**config.mk**
```make
export PLATFORM = sky130hd
export DESIGN_NAME = pulse_top
export DESIGN_NICKNAME = d
export VERILOG_FILES = /design/src/pulse_pkg.sv /design/src/pulse_cfg_if.sv /design/src/pulse_regs.sv /design/src/pulse_timer.sv /design/src/pulse_sequencer.sv /design/src/pulse_att_ctrl.sv /design/src/pulse_top.sv
export SDC_FILE = /design/constraint.sdc
export NUM_CORES = 2
export LEC_CHECK = 0
export BUFFER_PORTS_ARGS = -buffer_cell sky130_fd_sc_hd__clkbuf_2
export CORE_ASPECT_RATIO = 1.4
export CORE_UTILIZATION = 60
export CTS_CLUSTER_SIZE = 28
export DETAILED_ROUTE_END_ITERATION = 12
export GPL_TIMING_DRIVEN = 1
export MAX_ROUTING_LAYER = met4
export PLACE_DENSITY = 0.74
export SLEW_MARGIN = 15
export SYNTH_ARGS = -nofsm -noshare
export SYNTH_HDL_FRONTEND = slang
export SYNTH_HIERARCHICAL = 1
export SYNTH_SLANG_ARGS = --single-unit
```
**constraint.sdc**
```tcl
create_clock -name clk_pll -period 6.35 [get_ports clk_pll]
set_clock_uncertainty 0.15 [all_clocks]
set_input_delay 1.5875 -clock clk_pll [delete_from_list [all_inputs] [get_ports clk_pll]]
set_output_delay 1.5875 -clock clk_pll [all_outputs]
set_load 0.005 [all_outputs]
```
**src/pulse_pkg.sv**
```systemverilog
`default_nettype none

package pulse_pkg;

   typedef logic [31:0] pulse_time_t;  // Count of clk_pll cycles
   typedef logic [6:0]  att_code_t;    // Attenuator step code
   typedef logic [7:0]  cpmg_count_t;  // CPMG repeats and current repeat index
   typedef logic [7:0]  block_time_t;  // Blocking window extension after pulse 2
   typedef logic [7:0]  axi_addr_t;    // AXI byte address
   typedef logic [31:0] axi_data_t;    // AXI data word
   typedef logic [1:0]  axi_resp_t;    // AXI response code

   // Shared by the write FSM and the read FSM of the register block
   typedef enum logic [1:0] {
      wr_idle,
      wr_resp,
      rd_idle,
      rd_data
   } axi_state_t;

   localparam axi_addr_t reg_ctrl         = 8'h00;  // pump, double, block
   localparam axi_addr_t reg_period       = 8'h04;
   localparam axi_addr_t reg_sync_up      = 8'h08;
   localparam axi_addr_t reg_p1width      = 8'h0C;
   localparam axi_addr_t reg_p2start      = 8'h10;
   localparam axi_addr_t reg_p2width      = 8'h14;
   localparam axi_addr_t reg_pbwidth      = 8'h18;
   localparam axi_addr_t reg_att_down     = 8'h1C;
   localparam axi_addr_t reg_att          = 8'h20;  // pp_pump, pp_probe, post_att
   localparam axi_addr_t reg_delay        = 8'h24;
   localparam axi_addr_t reg_offres_delay = 8'h28;
   localparam axi_addr_t reg_cpmg         = 8'h2C;  // pulse_block, cpmg

   localparam int reg_count = 12;  // Number of mapped words

   localparam int ctrl_pump   = 0;  // Bit positions in reg_ctrl
   localparam int ctrl_double = 1;
   localparam int ctrl_block  = 2;

   // Second attenuator opens this many cycles before sync ends
   localparam pulse_time_t att3_lead = 32'd30;

   localparam axi_resp_t resp_okay   = 2'b00;
   localparam axi_resp_t resp_slverr = 2'b10;

endpackage

`default_nettype wire

```
**src/pulse_cfg_if.sv**
```systemverilog
`timescale 1ns/1ps
`default_nettype none

interface pulse_cfg_if import pulse_pkg::*; ();

   logic        pump;          // First pulse enable
   logic        double;        // Extra off-resonance pulse enable
   logic        block;         // Blocking switch enable
   pulse_time_t period;        // Last count of the period
   pulse_time_t sync_up;       // End of the second pulse
   pulse_time_t p1width;       // Width of the first pulse
   pulse_time_t p2start;       // Start of the second pulse
   pulse_time_t p2width;       // Width of each CPMG pulse
   pulse_time_t pbwidth;       // Width of the extra pulse
   pulse_time_t att_down;      // End of the probe attenuation window
   pulse_time_t delay;         // Gap between CPMG pulses
   pulse_time_t offres_delay;  // End of the extra pulse
   att_code_t   pp_pump;       // Main attenuator during pump
   att_code_t   pp_probe;      // Main attenuator during probe
   att_code_t   post_att;      // Second attenuator code
   block_time_t pulse_block;   // Blocking hold after sync_up
   cpmg_count_t cpmg;          // Number of extra CPMG pulses

   modport src (
      output pump, double, block,
      output period, sync_up, p1width, p2start, p2width, pbwidth,
      output att_down, delay, offres_delay,
      output pp_pump, pp_probe, post_att, pulse_block, cpmg
   );

   modport dst (
      input pump, double, block,
      input period, sync_up, p1width, p2start, p2width, pbwidth,
      input att_down, delay, offres_delay,
      input pp_pump, pp_probe, post_att, pulse_block, cpmg
   );

endinterface

`default_nettype wire

```
**src/pulse_regs.sv**
```systemverilog
`timescale 1ns/1ps
`default_nettype none

module pulse_regs import pulse_pkg::*; (
   input  logic       clk_pll,
   input  logic       resetn,       // Reset asserted high
   input  axi_addr_t  s_awaddr,
   input  logic       s_awvalid,
   output logic       s_awready,
   input  axi_data_t  s_wdata,
   input  logic [3:0] s_wstrb,
   input  logic       s_wvalid,
   output logic       s_wready,
   output axi_resp_t  s_bresp,
   output logic       s_bvalid,
   input  logic       s_bready,
   input  axi_addr_t  s_araddr,
   input  logic       s_arvalid,
   output logic       s_arready,
   output axi_data_t  s_rdata,
   output axi_resp_t  s_rresp,
   output logic       s_rvalid,
   input  logic       s_rready,
   input  logic       cycle_start,  // Count is 0, commit point
   pulse_cfg_if.src   cfg
);

   function automatic logic reg_hit(input axi_addr_t addr);
      case (addr)
         reg_ctrl, reg_period, reg_sync_up, reg_p1width,
         reg_p2start, reg_p2width, reg_pbwidth, reg_att_down,
         reg_att, reg_delay, reg_offres_delay, reg_cpmg: reg_hit = 1'b1;
         default: reg_hit = 1'b0;
      endcase
   endfunction

   axi_data_t  shadow [reg_count];  // Host-visible settings, word index is addr[5:2]
   axi_state_t wr_state;
   axi_state_t rd_state;
   logic       aw_taken;            // Address already held, waiting for data
   logic       w_taken;             // Data already held, waiting for address
   axi_addr_t  aw_addr_q;
   axi_data_t  w_data_q;
   logic [3:0] w_strb_q;
   logic       aw_hs;
   logic       w_hs;
   logic       wr_go;               // Both channels present this cycle
   axi_addr_t  wr_addr;
   axi_data_t  wr_data;
   logic [3:0] wr_strb;
   logic       ar_hs;

   assign s_awready = (wr_state == wr_idle) && !aw_taken;
   assign s_wready  = (wr_state == wr_idle) && !w_taken;
   assign s_bvalid  = (wr_state == wr_resp);
   assign aw_hs     = s_awvalid && s_awready;
   assign w_hs      = s_wvalid && s_wready;
   assign wr_go     = (aw_taken || aw_hs) && (w_taken || w_hs);
   assign wr_addr   = aw_taken ? aw_addr_q : s_awaddr;  // Held address wins
   assign wr_data   = w_taken ? w_data_q : s_wdata;
   assign wr_strb   = w_taken ? w_strb_q : s_wstrb;

   always_ff @(posedge clk_pll) begin
      if (resetn) begin
         wr_state <= wr_idle;
         aw_taken <= 1'b0;
         w_taken  <= 1'b0;
      end else begin
         case (wr_state)
            wr_idle: begin
               if (wr_go) begin
                  wr_state <= wr_resp;  // bvalid next cycle
                  aw_taken <= 1'b0;
                  w_taken  <= 1'b0;
               end else begin
                  if (aw_hs) aw_taken <= 1'b1;
                  if (w_hs) w_taken <= 1'b1;
               end
            end
            wr_resp: if (s_bready) wr_state <= wr_idle;  // Hold response until taken
            default: wr_state <= wr_idle;
         endcase
      end
   end

   always_ff @(posedge clk_pll) begin
      if (aw_hs) aw_addr_q <= s_awaddr;
      if (w_hs) begin
         w_data_q <= s_wdata;
         w_strb_q <= s_wstrb;
      end
      if (wr_go) s_bresp <= reg_hit(wr_addr) ? resp_okay : resp_slverr;
   end

   always_ff @(posedge clk_pll) begin
      if (resetn) begin
         for (int i = 0; i < reg_count; i++) shadow[i] <= '0;
      end else if (wr_go && reg_hit(wr_addr)) begin  // Unmapped write is dropped
         for (int b = 0; b < 4; b++) begin
            if (wr_strb[b]) shadow[wr_addr[5:2]][8*b +: 8] <= wr_data[8*b +: 8];
         end
      end
   end

   assign s_arready = (rd_state == rd_idle);
   assign s_rvalid  = (rd_state == rd_data);
   assign ar_hs     = s_arvalid && s_arready;

   always_ff @(posedge clk_pll) begin
      if (resetn) begin
         rd_state <= rd_idle;
      end else begin
         case (rd_state)
            rd_idle: if (ar_hs) rd_state <= rd_data;
            rd_data: if (s_rready) rd_state <= rd_idle;
            default: rd_state <= rd_idle;
         endcase
      end
   end

   always_ff @(posedge clk_pll) begin
      if (ar_hs) begin
         s_rdata <= reg_hit(s_araddr) ? shadow[s_araddr[5:2]] : '0;  // Zero when unmapped
         s_rresp <= reg_hit(s_araddr) ? resp_okay : resp_slverr;
      end
   end

   // Whole set moves at once so a period never sees a mix
   always_ff @(posedge clk_pll) begin
      if (resetn) begin
         cfg.pump         <= 1'b0;
         cfg.double       <= 1'b0;
         cfg.block        <= 1'b0;
         cfg.period       <= '0;
         cfg.sync_up      <= '0;
         cfg.p1width      <= '0;
         cfg.p2start      <= '0;
         cfg.p2width      <= '0;
         cfg.pbwidth      <= '0;
         cfg.att_down     <= '0;
         cfg.delay        <= '0;
         cfg.offres_delay <= '0;
         cfg.pp_pump      <= '0;
         cfg.pp_probe     <= '0;
         cfg.post_att     <= '0;
         cfg.pulse_block  <= '0;
         cfg.cpmg         <= '0;
      end else if (cycle_start) begin
         cfg.pump         <= shadow[reg_ctrl[5:2]][ctrl_pump];
         cfg.double       <= shadow[reg_ctrl[5:2]][ctrl_double];
         cfg.block        <= shadow[reg_ctrl[5:2]][ctrl_block];
         cfg.period       <= shadow[reg_period[5:2]];
         cfg.sync_up      <= shadow[reg_sync_up[5:2]];
         cfg.p1width      <= shadow[reg_p1width[5:2]];
         cfg.p2start      <= shadow[reg_p2start[5:2]];
         cfg.p2width      <= shadow[reg_p2width[5:2]];
         cfg.pbwidth      <= shadow[reg_pbwidth[5:2]];
         cfg.att_down     <= shadow[reg_att_down[5:2]];
         cfg.delay        <= shadow[reg_delay[5:2]];
         cfg.offres_delay <= shadow[reg_offres_delay[5:2]];
         cfg.pp_pump      <= shadow[reg_att[5:2]][6:0];
         cfg.pp_probe     <= shadow[reg_att[5:2]][14:8];
         cfg.post_att     <= shadow[reg_att[5:2]][22:16];
         cfg.pulse_block  <= shadow[reg_cpmg[5:2]][7:0];
         cfg.cpmg         <= shadow[reg_cpmg[5:2]][15:8];
      end
   end

endmodule

`default_nettype wire

```
**src/pulse_timer.sv**
```systemverilog
`timescale 1ns/1ps
`default_nettype none

module pulse_timer import pulse_pkg::*; (
   input  logic        clk_pll,
   input  logic        resetn,       // Reset asserted high
   pulse_cfg_if.dst    cfg,
   output pulse_time_t count,        // Position inside the period
   output logic        cycle_start,  // First cycle of a period
   output pulse_time_t cpmg_start,   // Open edge of the current CPMG window
   output pulse_time_t cpmg_end      // Close edge of the current CPMG window
);

   cpmg_count_t cpmg_idx;  // Repeats already stepped this period

   assign cycle_start = (count == '0);

   always_ff @(posedge clk_pll) begin
      if (resetn) begin
         count <= '0;
      end else if (count >= cfg.period) begin  // Period is period+1 cycles
         count <= '0;
      end else begin
         count <= count + 1'b1;
      end
   end

   // Window chains off the previous close edge, up to cpmg steps
   always_ff @(posedge clk_pll) begin
      if (resetn) begin
         cpmg_start <= '0;
         cpmg_end   <= '0;
         cpmg_idx   <= '0;
      end else if (cycle_start) begin
         cpmg_start <= cfg.sync_up + cfg.delay;  // First window after pulse 2
         cpmg_end   <= cfg.sync_up + cfg.delay + cfg.p2width;
         cpmg_idx   <= '0;
      end else if ((count == cpmg_end) && (cpmg_idx < cfg.cpmg)) begin
         cpmg_start <= cpmg_end + cfg.delay;
         cpmg_end   <= cpmg_end + cfg.delay + cfg.p2width;
         cpmg_idx   <= cpmg_idx + 1'b1;
      end
   end

endmodule

`default_nettype wire

```
**src/pulse_sequencer.sv**
```systemverilog
`timescale 1ns/1ps
`default_nettype none

module pulse_sequencer import pulse_pkg::*; (
   input  logic        clk_pll,
   input  logic        resetn,      // Reset asserted high
   pulse_cfg_if.dst    cfg,
   input  pulse_time_t count,
   input  pulse_time_t cpmg_start,
   input  pulse_time_t cpmg_end,
   input  logic        pump_on,     // External, active low extra pulse
   output logic        sync_on,     // Scope trigger
   output logic        pulse_on     // Microwave switch
);

   logic        pump_meta;    // First synchronizer stage
   logic        pump_sync;    // Safe to use in clk_pll domain
   logic        cpmg_open;
   logic        offres_open;
   logic        pulse_next;
   pulse_time_t offres_start;

   always_ff @(posedge clk_pll) begin
      if (resetn) begin
         pump_meta <= 1'b0;
         pump_sync <= 1'b0;
      end else begin
         pump_meta <= pump_on;
         pump_sync <= pump_meta;
      end
   end

   assign offres_start = cfg.offres_delay - cfg.pbwidth;
   // Both window edges are exclusive
   assign cpmg_open    = (cfg.cpmg != '0) && (count > cpmg_start) && (count < cpmg_end);
   assign offres_open  = cfg.double && (count > offres_start) && (count < cfg.offres_delay);

   always_comb begin
      if (count < cfg.p1width) begin
         pulse_next = cfg.pump;      // Pump pulse only when enabled
      end else if (count < cfg.p2start) begin
         pulse_next = 1'b0;          // Gap between pulses
      end else if (count < cfg.sync_up) begin
         pulse_next = 1'b1;          // Probe pulse
      end else if (cpmg_open) begin
         pulse_next = 1'b1;          // CPMG echo train
      end else if (offres_open) begin
         pulse_next = !pump_sync;    // Extra pulse unless held off externally
      end else begin
         pulse_next = 1'b0;
      end
   end

   always_ff @(posedge clk_pll) begin
      if (resetn) begin
         sync_on  <= 1'b0;
         pulse_on <= 1'b0;
      end else begin
         sync_on  <= (count < cfg.sync_up);  // High from period start to end of pulse 2
         pulse_on <= pulse_next;
      end
   end

endmodule

`default_nettype wire

```
**src/pulse_att_ctrl.sv**
```systemverilog
`timescale 1ns/1ps
`default_nettype none

module pulse_att_ctrl import pulse_pkg::*; (
   input  logic        clk_pll,
   input  logic        resetn,  // Reset asserted high
   pulse_cfg_if.dst    cfg,
   input  pulse_time_t count,
   output att_code_t   att1,    // Main attenuator
   output att_code_t   att3,    // Second attenuator
   output logic        inhib    // Blocking switch
);

   pulse_time_t probe_open;   // Main attenuator leaves pump setting after this
   pulse_time_t att3_open;    // Second attenuator opens here
   pulse_time_t block_open;   // Blocking switch releases here
   logic        after_down;   // Past the probe window, everything back to idle

   assign probe_open = cfg.p1width + 1'b1;
   assign att3_open  = cfg.sync_up - att3_lead;  // Opens ahead of the end of sync
   assign block_open = cfg.sync_up + pulse_time_t'(cfg.pulse_block);
   assign after_down = (count > cfg.att_down);

   always_ff @(posedge clk_pll) begin
      if (resetn) begin
         att1  <= '0;
         att3  <= '0;
         inhib <= 1'b0;
      end else begin
         att1  <= ((count < probe_open) || after_down) ? cfg.pp_pump : cfg.pp_probe;
         att3  <= ((count < att3_open) || after_down) ? cfg.post_att : '0;
         inhib <= ((count < block_open) || after_down) ? cfg.block : 1'b0;
      end
   end

endmodule

`default_nettype wire

```
**src/pulse_top.sv**
```systemverilog
`timescale 1ns/1ps
`default_nettype none

module pulse_top import pulse_pkg::*; (
   input  logic       clk_pll,    // 200 MHz
   input  logic       resetn,     // Reset asserted high
   input  axi_addr_t  s_awaddr,
   input  logic       s_awvalid,
   output logic       s_awready,
   input  axi_data_t  s_wdata,
   input  logic [3:0] s_wstrb,
   input  logic       s_wvalid,
   output logic       s_wready,
   output axi_resp_t  s_bresp,
   output logic       s_bvalid,
   input  logic       s_bready,
   input  axi_addr_t  s_araddr,
   input  logic       s_arvalid,
   output logic       s_arready,
   output axi_data_t  s_rdata,
   output axi_resp_t  s_rresp,
   output logic       s_rvalid,
   input  logic       s_rready,
   input  logic       pump_on,    // Async external input
   output logic       sync_on,
   output logic       pulse_on,
   output att_code_t  att1,
   output att_code_t  att3,
   output logic       inhib
);

   pulse_time_t count;
   logic        cycle_start;
   pulse_time_t cpmg_start;
   pulse_time_t cpmg_end;

   pulse_cfg_if cfg_if ();  // Committed settings

   pulse_regs u_regs (
      .clk_pll     (clk_pll),
      .resetn      (resetn),
      .s_awaddr    (s_awaddr),
      .s_awvalid   (s_awvalid),
      .s_awready   (s_awready),
      .s_wdata     (s_wdata),
      .s_wstrb     (s_wstrb),
      .s_wvalid    (s_wvalid),
      .s_wready    (s_wready),
      .s_bresp     (s_bresp),
      .s_bvalid    (s_bvalid),
      .s_bready    (s_bready),
      .s_araddr    (s_araddr),
      .s_arvalid   (s_arvalid),
      .s_arready   (s_arready),
      .s_rdata     (s_rdata),
      .s_rresp     (s_rresp),
      .s_rvalid    (s_rvalid),
      .s_rready    (s_rready),
      .cycle_start (cycle_start),
      .cfg         (cfg_if.src)
   );

   pulse_timer u_timer (
      .clk_pll     (clk_pll),
      .resetn      (resetn),
      .cfg         (cfg_if.dst),
      .count       (count),
      .cycle_start (cycle_start),
      .cpmg_start  (cpmg_start),
      .cpmg_end    (cpmg_end)
   );

   pulse_sequencer u_sequencer (
      .clk_pll    (clk_pll),
      .resetn     (resetn),
      .cfg        (cfg_if.dst),
      .count      (count),
      .cpmg_start (cpmg_start),
      .cpmg_end   (cpmg_end),
      .pump_on    (pump_on),
      .sync_on    (sync_on),
      .pulse_on   (pulse_on)
   );

   pulse_att_ctrl u_att_ctrl (
      .clk_pll (clk_pll),
      .resetn  (resetn),
      .cfg     (cfg_if.dst),
      .count   (count),
      .att1    (att1),
      .att3    (att3),
      .inhib   (inhib)
   );

endmodule

`default_nettype wire

```
After elaboration in Yosys (flattened, before gate mapping)
Memories as Yosys holds them, arrays and structs flattened. A register that Yosys moved wholly into a read port is not among the register bits.
Cells that the tools add are included.
{ "word_totals": {"ramBits": 384, "output_inout_bits": 58, "memories": 1, "regBits": 177, "in_bits": 60, "elab_cells": 167} }
{ "memory_table": {"columns": ["name", "depth", "word_bits", "rd", "rd_ports_with_merged_regs", "write_ports", "line", "text"], "rows": [
  ["u_regs.shadow", 12, 32, 13, 13, 12, "pulse_regs.sv:37", "axi_data_t shadow [reg_count];"]
]} }
{ "op_classes": {"n_lt_le_gt_ge": 13, "add_sub_neg": 10, "eq_ne": 30, "n_reduce_logical": 40, "bitwise": 2, "muxes": 51} }
{ "op_table": {"columns": ["cell", "n"], "rows": [
  ["32-bit < comparator", 8],
  ["32-bit 2-to-1 mux", 6],
  ["32-bit adder", 4],
  ["32-bit greater-than comparator", 3],
  ["32-bit by 1-bit adder with 32-bit output, second input constant", 2],
  ["8-bit by 5-bit == test with 1-bit output, second input constant", 8],
  ["8-bit by 6-bit == test with 1-bit output, second input constant", 8],
  ["32-bit by 8-bit adder with 32-bit output", 1],
  ["32-bit == test", 1],
  ["8-bit by 4-bit == test with 1-bit output, second input constant", 4],
  ["32-bit >= comparator", 1],
  ["32-bit zero test", 1],
  ["1-bit 2-to-1 mux", 32],
  ["32-bit OR reduction", 1],
  ["32-bit subtractor", 1],
  ["32-bit by 5-bit subtractor with 32-bit output, second input constant", 1],
  ["12-bit OR reduction", 2],
  ["8-bit by 3-bit == test with 1-bit output, second input constant", 2],
  ["8-bit zero test", 2],
  ["1-bit logical AND", 12],
  ["2-bit 2-to-1 mux", 6],
  ["4-bit 2-to-1 mux", 3],
  ["8-bit by 1-bit adder with 8-bit output, second input constant", 1],
  ["8-bit < comparator", 1],
  ["other kinds (15)", 35]
]} }

Logic depth before layout (Yosys ltp)
{ "logic_depth": {"depth_word": 11, "ltp_mapped": 28, "depth_no_buf": 27} }

Modules after synthesis
The synthesis kept the hierarchy.
{ "modules_own_cells": {"columns": ["module", "cells_per_inst", "n_inst", "seq_area_each_um2", "area_each_um2"], "rows": [
  ["pulse_regs", 2551, 1, 20519.7, 32240.9],
  ["pulse_timer", 1104, 1, 2082.0, 8694.6],
  ["pulse_sequencer", 969, 1, 80.1, 7104.3],
  ["pulse_att_ctrl", 668, 1, 300.3, 5170.0]
]} }

Worst setup path before layout
OpenSTA, ideal clock, no wires.
{ "synth_timing": {"path_type": "flip-flop to flip-flop", "start": "register u_timer.count[2]", "end": "register u_timer.cpmg_end[29]", "path_buffers": 2, "arrival_ns": 5.575, "path_stages_with_launch": 27, "period_less_slack_ns": 5.846, "required_time_ns": 6.080, "setup_time_ns": 0.120, "slack_ns": 0.504, "path_cell_list": "dfxtp_1 > buf_2 > nor4b_2 > nand4_1 > nor2_4 > buf_1 > mux2_2 > ha_1 > inv_1 > fa_1 > nor2b_1 > o31a_1 > o311ai_1 > a21oi_1 > a21oi_1 > o211ai_1 > a21oi_1 > xnor2_1 > ha_1 > and3_1 > a211o_1 > a21o_1 > a21o_1 > a21o_1 > a211oi_1 > or4_1 > nand3_1"} }
{ "synth_rtl": {"columns": ["element", "line", "text"], "rows": [
  ["from (decl)", "pulse_timer.sv:8", "output pulse_time_t count,"],
  ["from (signal assigned)", "pulse_timer.sv:24", "count <= count + 1'b1;"],
  ["to (signal assigned)", "pulse_timer.sv:36", "cpmg_end <= cfg.sync_up + cfg.delay + cfg.p2width;"],
  ["to (signal assigned)", "pulse_timer.sv:40", "cpmg_end <= cpmg_end + cfg.delay + cfg.p2width;"],
  ["to (decl)", "pulse_timer.sv:11", "output pulse_time_t cpmg_end"]
]} }

==> results.yml <==
run_status:
  run_status: "finished, final reports clean"
timing:
  rsz0062_at_grt: "false"
  relSlewSlack_pct: 4.606
  min_period_over_period_pct: 95.39
  timing_max_transition_violations_final: 0
  fin_tns_setup_ps: 0
  max_freq_ghz: 0.1651
  min_period_ps: 6057
  hold_viol: 0
  setup_violations: 0
  worstMarginPinSlew_ps: 1416
cts:
  cts_tree: "done"
  cts.sinks: 917
  hold_buffers: 0
  cts_made_buffers: 89
  cts_buffer_depth: 3
  h-tree-depth: 3
  clock_latency_ps: 700
  root_buffer: "clkbuf_16"
  path_clk_slew_ps: 70
floorplan:
  initial_core_util_pct: 60.85
  rows: 128
  coreArea_um2: 87440
  fp.dieH_um: 354.4
  io_pins: 118
  die_width_um: 253.7
  dieArea_um2: 89900
power_and_ir_drop:
  power_density_nw_per_um2: 301.2
  peakVddDrop_v: 0.0002362
  power.leakage_nw: 24.82
  p_total_w: 0.01766
critical_path:
  cp_slowest_cell: "o2111a_1"
  arrival_ps: 6520
  worstSetupPathType: "reg -> reg"
  r2r_start: "u_timer/count[25]"
  required_ps: 6810
  path_delay_family: "compound AO/OA/AOI/OAI gates"
  crit_path_end_kind: "flip-flop"
  crit_start: "u_timer/count[25]"
  crit_fanout: 10
  crit_buf_inv: 3
  cpPeakStageDelay_ps: 340
  start_kind: "flip-flop"
grt:
  grt_max_degree: 147
  grt_antenna_before_repair: 10
  grt_overflow_total: 0
  grt_usage_pct: 40.10
  grt_pass1_wl_mm: 257.7
  first_global_vias: 40810
final_layout:
  post_route_cells_drive_above_1_share_pct: 12.12
  largest_reg_flops: 384
  fill_cells: 6895
  top_register: "u_regs/shadow"
  area_delta_synth_final_pct: 10.18
  nNetsFinal: 5915
place:
  place.gp.congestion: 1.022
  dp_hpwl_mm: 129.5
  portBuffers: 115
yosys:
  synth_top_area_share_pct: 26.07
  async_reset_ff_share_pct: 0
  syn_avg_cell_area_um2: 10.05
  synth_edf_count: 462
  ys_seq_area_share_pct: 43.19
  synth_xor_xnor_area_share_pct: 3.965
  ys_types: 101
  yosys.area_share.adder_pct: 11.67
  synth_top_family_by_area: "simple AND/OR/NAND/NOR gates"
  netlist_area_um2: 53210
  yosys.area.top_type: "edfxtp_1"
  yosysWarnings: 6
  synth_compound_area_share_pct: 10.51
  synth_cells: 5292
  synth-simple-area-share_pct: 14.57
  ys_top_cells_by_area: "edfxtp_1, dfxtp_1, ha_1"
  synth_flop_cell: "edfxtp_1"
  synth.area.mux_share_pct: 11.03
  ys_ff_latch: 917
min_path:
  min_from: "u_timer/cpmg_start[16]"
  hold_class: "reg -> reg"
detailed_routing:
  drc: 0
  drt-total-wl_mm: 175.8
  num_vias: 42980
  ant_nets: 0
  drt_iter0_drc: 4048
  wl_per_cell_um: 26.56
  viasPerCell: 6.494
  drtPass1Iterations: 5
run:
  maxCapViolCount: 0
worst paths after layout:
kind              slack [ps]  cells past startpoint                endpoint
hold reg to reg          300                      2  u_timer/cpmg_start[16]
setup reg to reg         290                     27    u_timer/cpmg_end[31]
setup / recovery         290                     27    u_timer/cpmg_end[31]
hold / removal           300                      2  u_timer/cpmg_start[16]
layout by cell type, fill, tap and decap left out, types with 113 or more instances in the layout:
master,count
nor4_1,185
edfxtp_1,462
a21oi_1,251
xor2_1,113
inv_1,383
buf_4,160
dfxtp_1,455
xnor2_1,126
a21o_1,138
nor2_1,638
o21ai_0,116
nand2_1,232
ha_1,490
mux2i_1,405
stage by stage:
stage	utilization (%)	hold WS [ps]	area, um2	setup WS (ps)	std cells
2_1_floorplan	-	263.8	53210	504.2	5293
4_1_cts	66.93	300.8	58530	30.05	6608
3_5_place_dp	63.31	294.5	55360	-26.57	6439
5_1_grt	67.03	314.7	58620	4.349	6615
6_report	67.05	300.1	58630	292.8	6619
3_3_place_gp	63.31	289.0	55360	-31.10	6439
layout make-up:
type                    instances  area, um2  share of cell area [%]
diodes                         11      27.53                 0.04695
clock buffers                 113       2450                   4.179
clock inverters                55      691.9                   1.180
inverters                     385       1445                   2.465
multi-input cells            3689      27680                   47.21
flip-flops and latches        917      22980                   39.20
well taps                    1170       1464                   2.497
repair buffers                279       1888                   3.220
cell usage after synthesis, drive strengths merged (11+ instances only):
cell / n
nor2: 641
ha: 490
edfxtp: 462
dfxtp: 455
mux2i: 405
inv: 385
a21oi: 257
nand2: 237
clkbuf: 194
nor4: 190
a21o: 138
o21ai: 134
xnor2: 127
xor2: 113
buf: 108
nor3: 106
nand4: 105
nand3: 88
and3: 73
mux4: 64
a31o: 53
a31oi: 42
nand2b: 40
nor2b: 38
o211ai: 36
a211oi: 33
mux2: 33
or2: 27
o21a: 22
a22oi: 20
and2: 15
o2111ai: 15
o21bai: 13
o31ai: 12
or3: 11
cell families after synthesis:
group | Yosys count
and+or+nand+nor | 1608
DFF | 917
AOI/OAI and AO/OA | 843
buffers and inverters | 687
muxes | 502
adders and majority gates | 494
xor gates and xnor gates | 240
other | 1
where the power goes:
| part | total (W) | internal [W] | switching, W | leakage, nW |
|---|---|---|---|---|
| registers | 0.00712 | 0.00666 | 0.000465 | 8.44 |
| clock network | 0.00576 | 0.00333 | 0.00243 | 1.56 |
| logic | 0.00478 | 0.00189 | 0.00289 | 14.8 |
what timing repair did:
item / in CTS / in global routing
endpoints found under the setup margin: 2 / 6
pin swaps: 2 / 6
resized for setup: 1 / 11
buffers inserted: 1 / 0
worst reg2reg max path, stage by stage, from the launching register on:
cell,delay [ps]
dfxtp_1,320
nor4_2,300
nand4_1,320
nor2_4,200
buf_12,140
buf_4,140
mux2_2,340
ha_1,330
a21oi_1,150
o21ai_1,160
o2111a_1,340
o211ai_1,300
nand2_1,120
or2_1,210
a21oi_1,170
xnor2_1,110
ha_1,330
nand2_1,140
nor3_2,190
nand4_1,140
o21ai_2,250
buf_4,170
o41ai_4,90
o21ai_2,220
o221ai_2,130
xor2_1,160
xnor2_1,140
a211oi_2,210
layer usage:
| layer | up-vias | global-route usage (%) | part of all wire (%) |
|---|---|---|---|
| met1 | 20880 | 47.73 | 37 |
| met5 | - | - | 0 |
| met3 | 491 | 6.864 | 9.6 |
| met4 | 0 | 26.82 | 7.7 |
| li1 | 19290 | - | - |
| met2 | 2325 | 62.35 | 46 |
No activity file was read; power rests on OpenSTA's default activity.
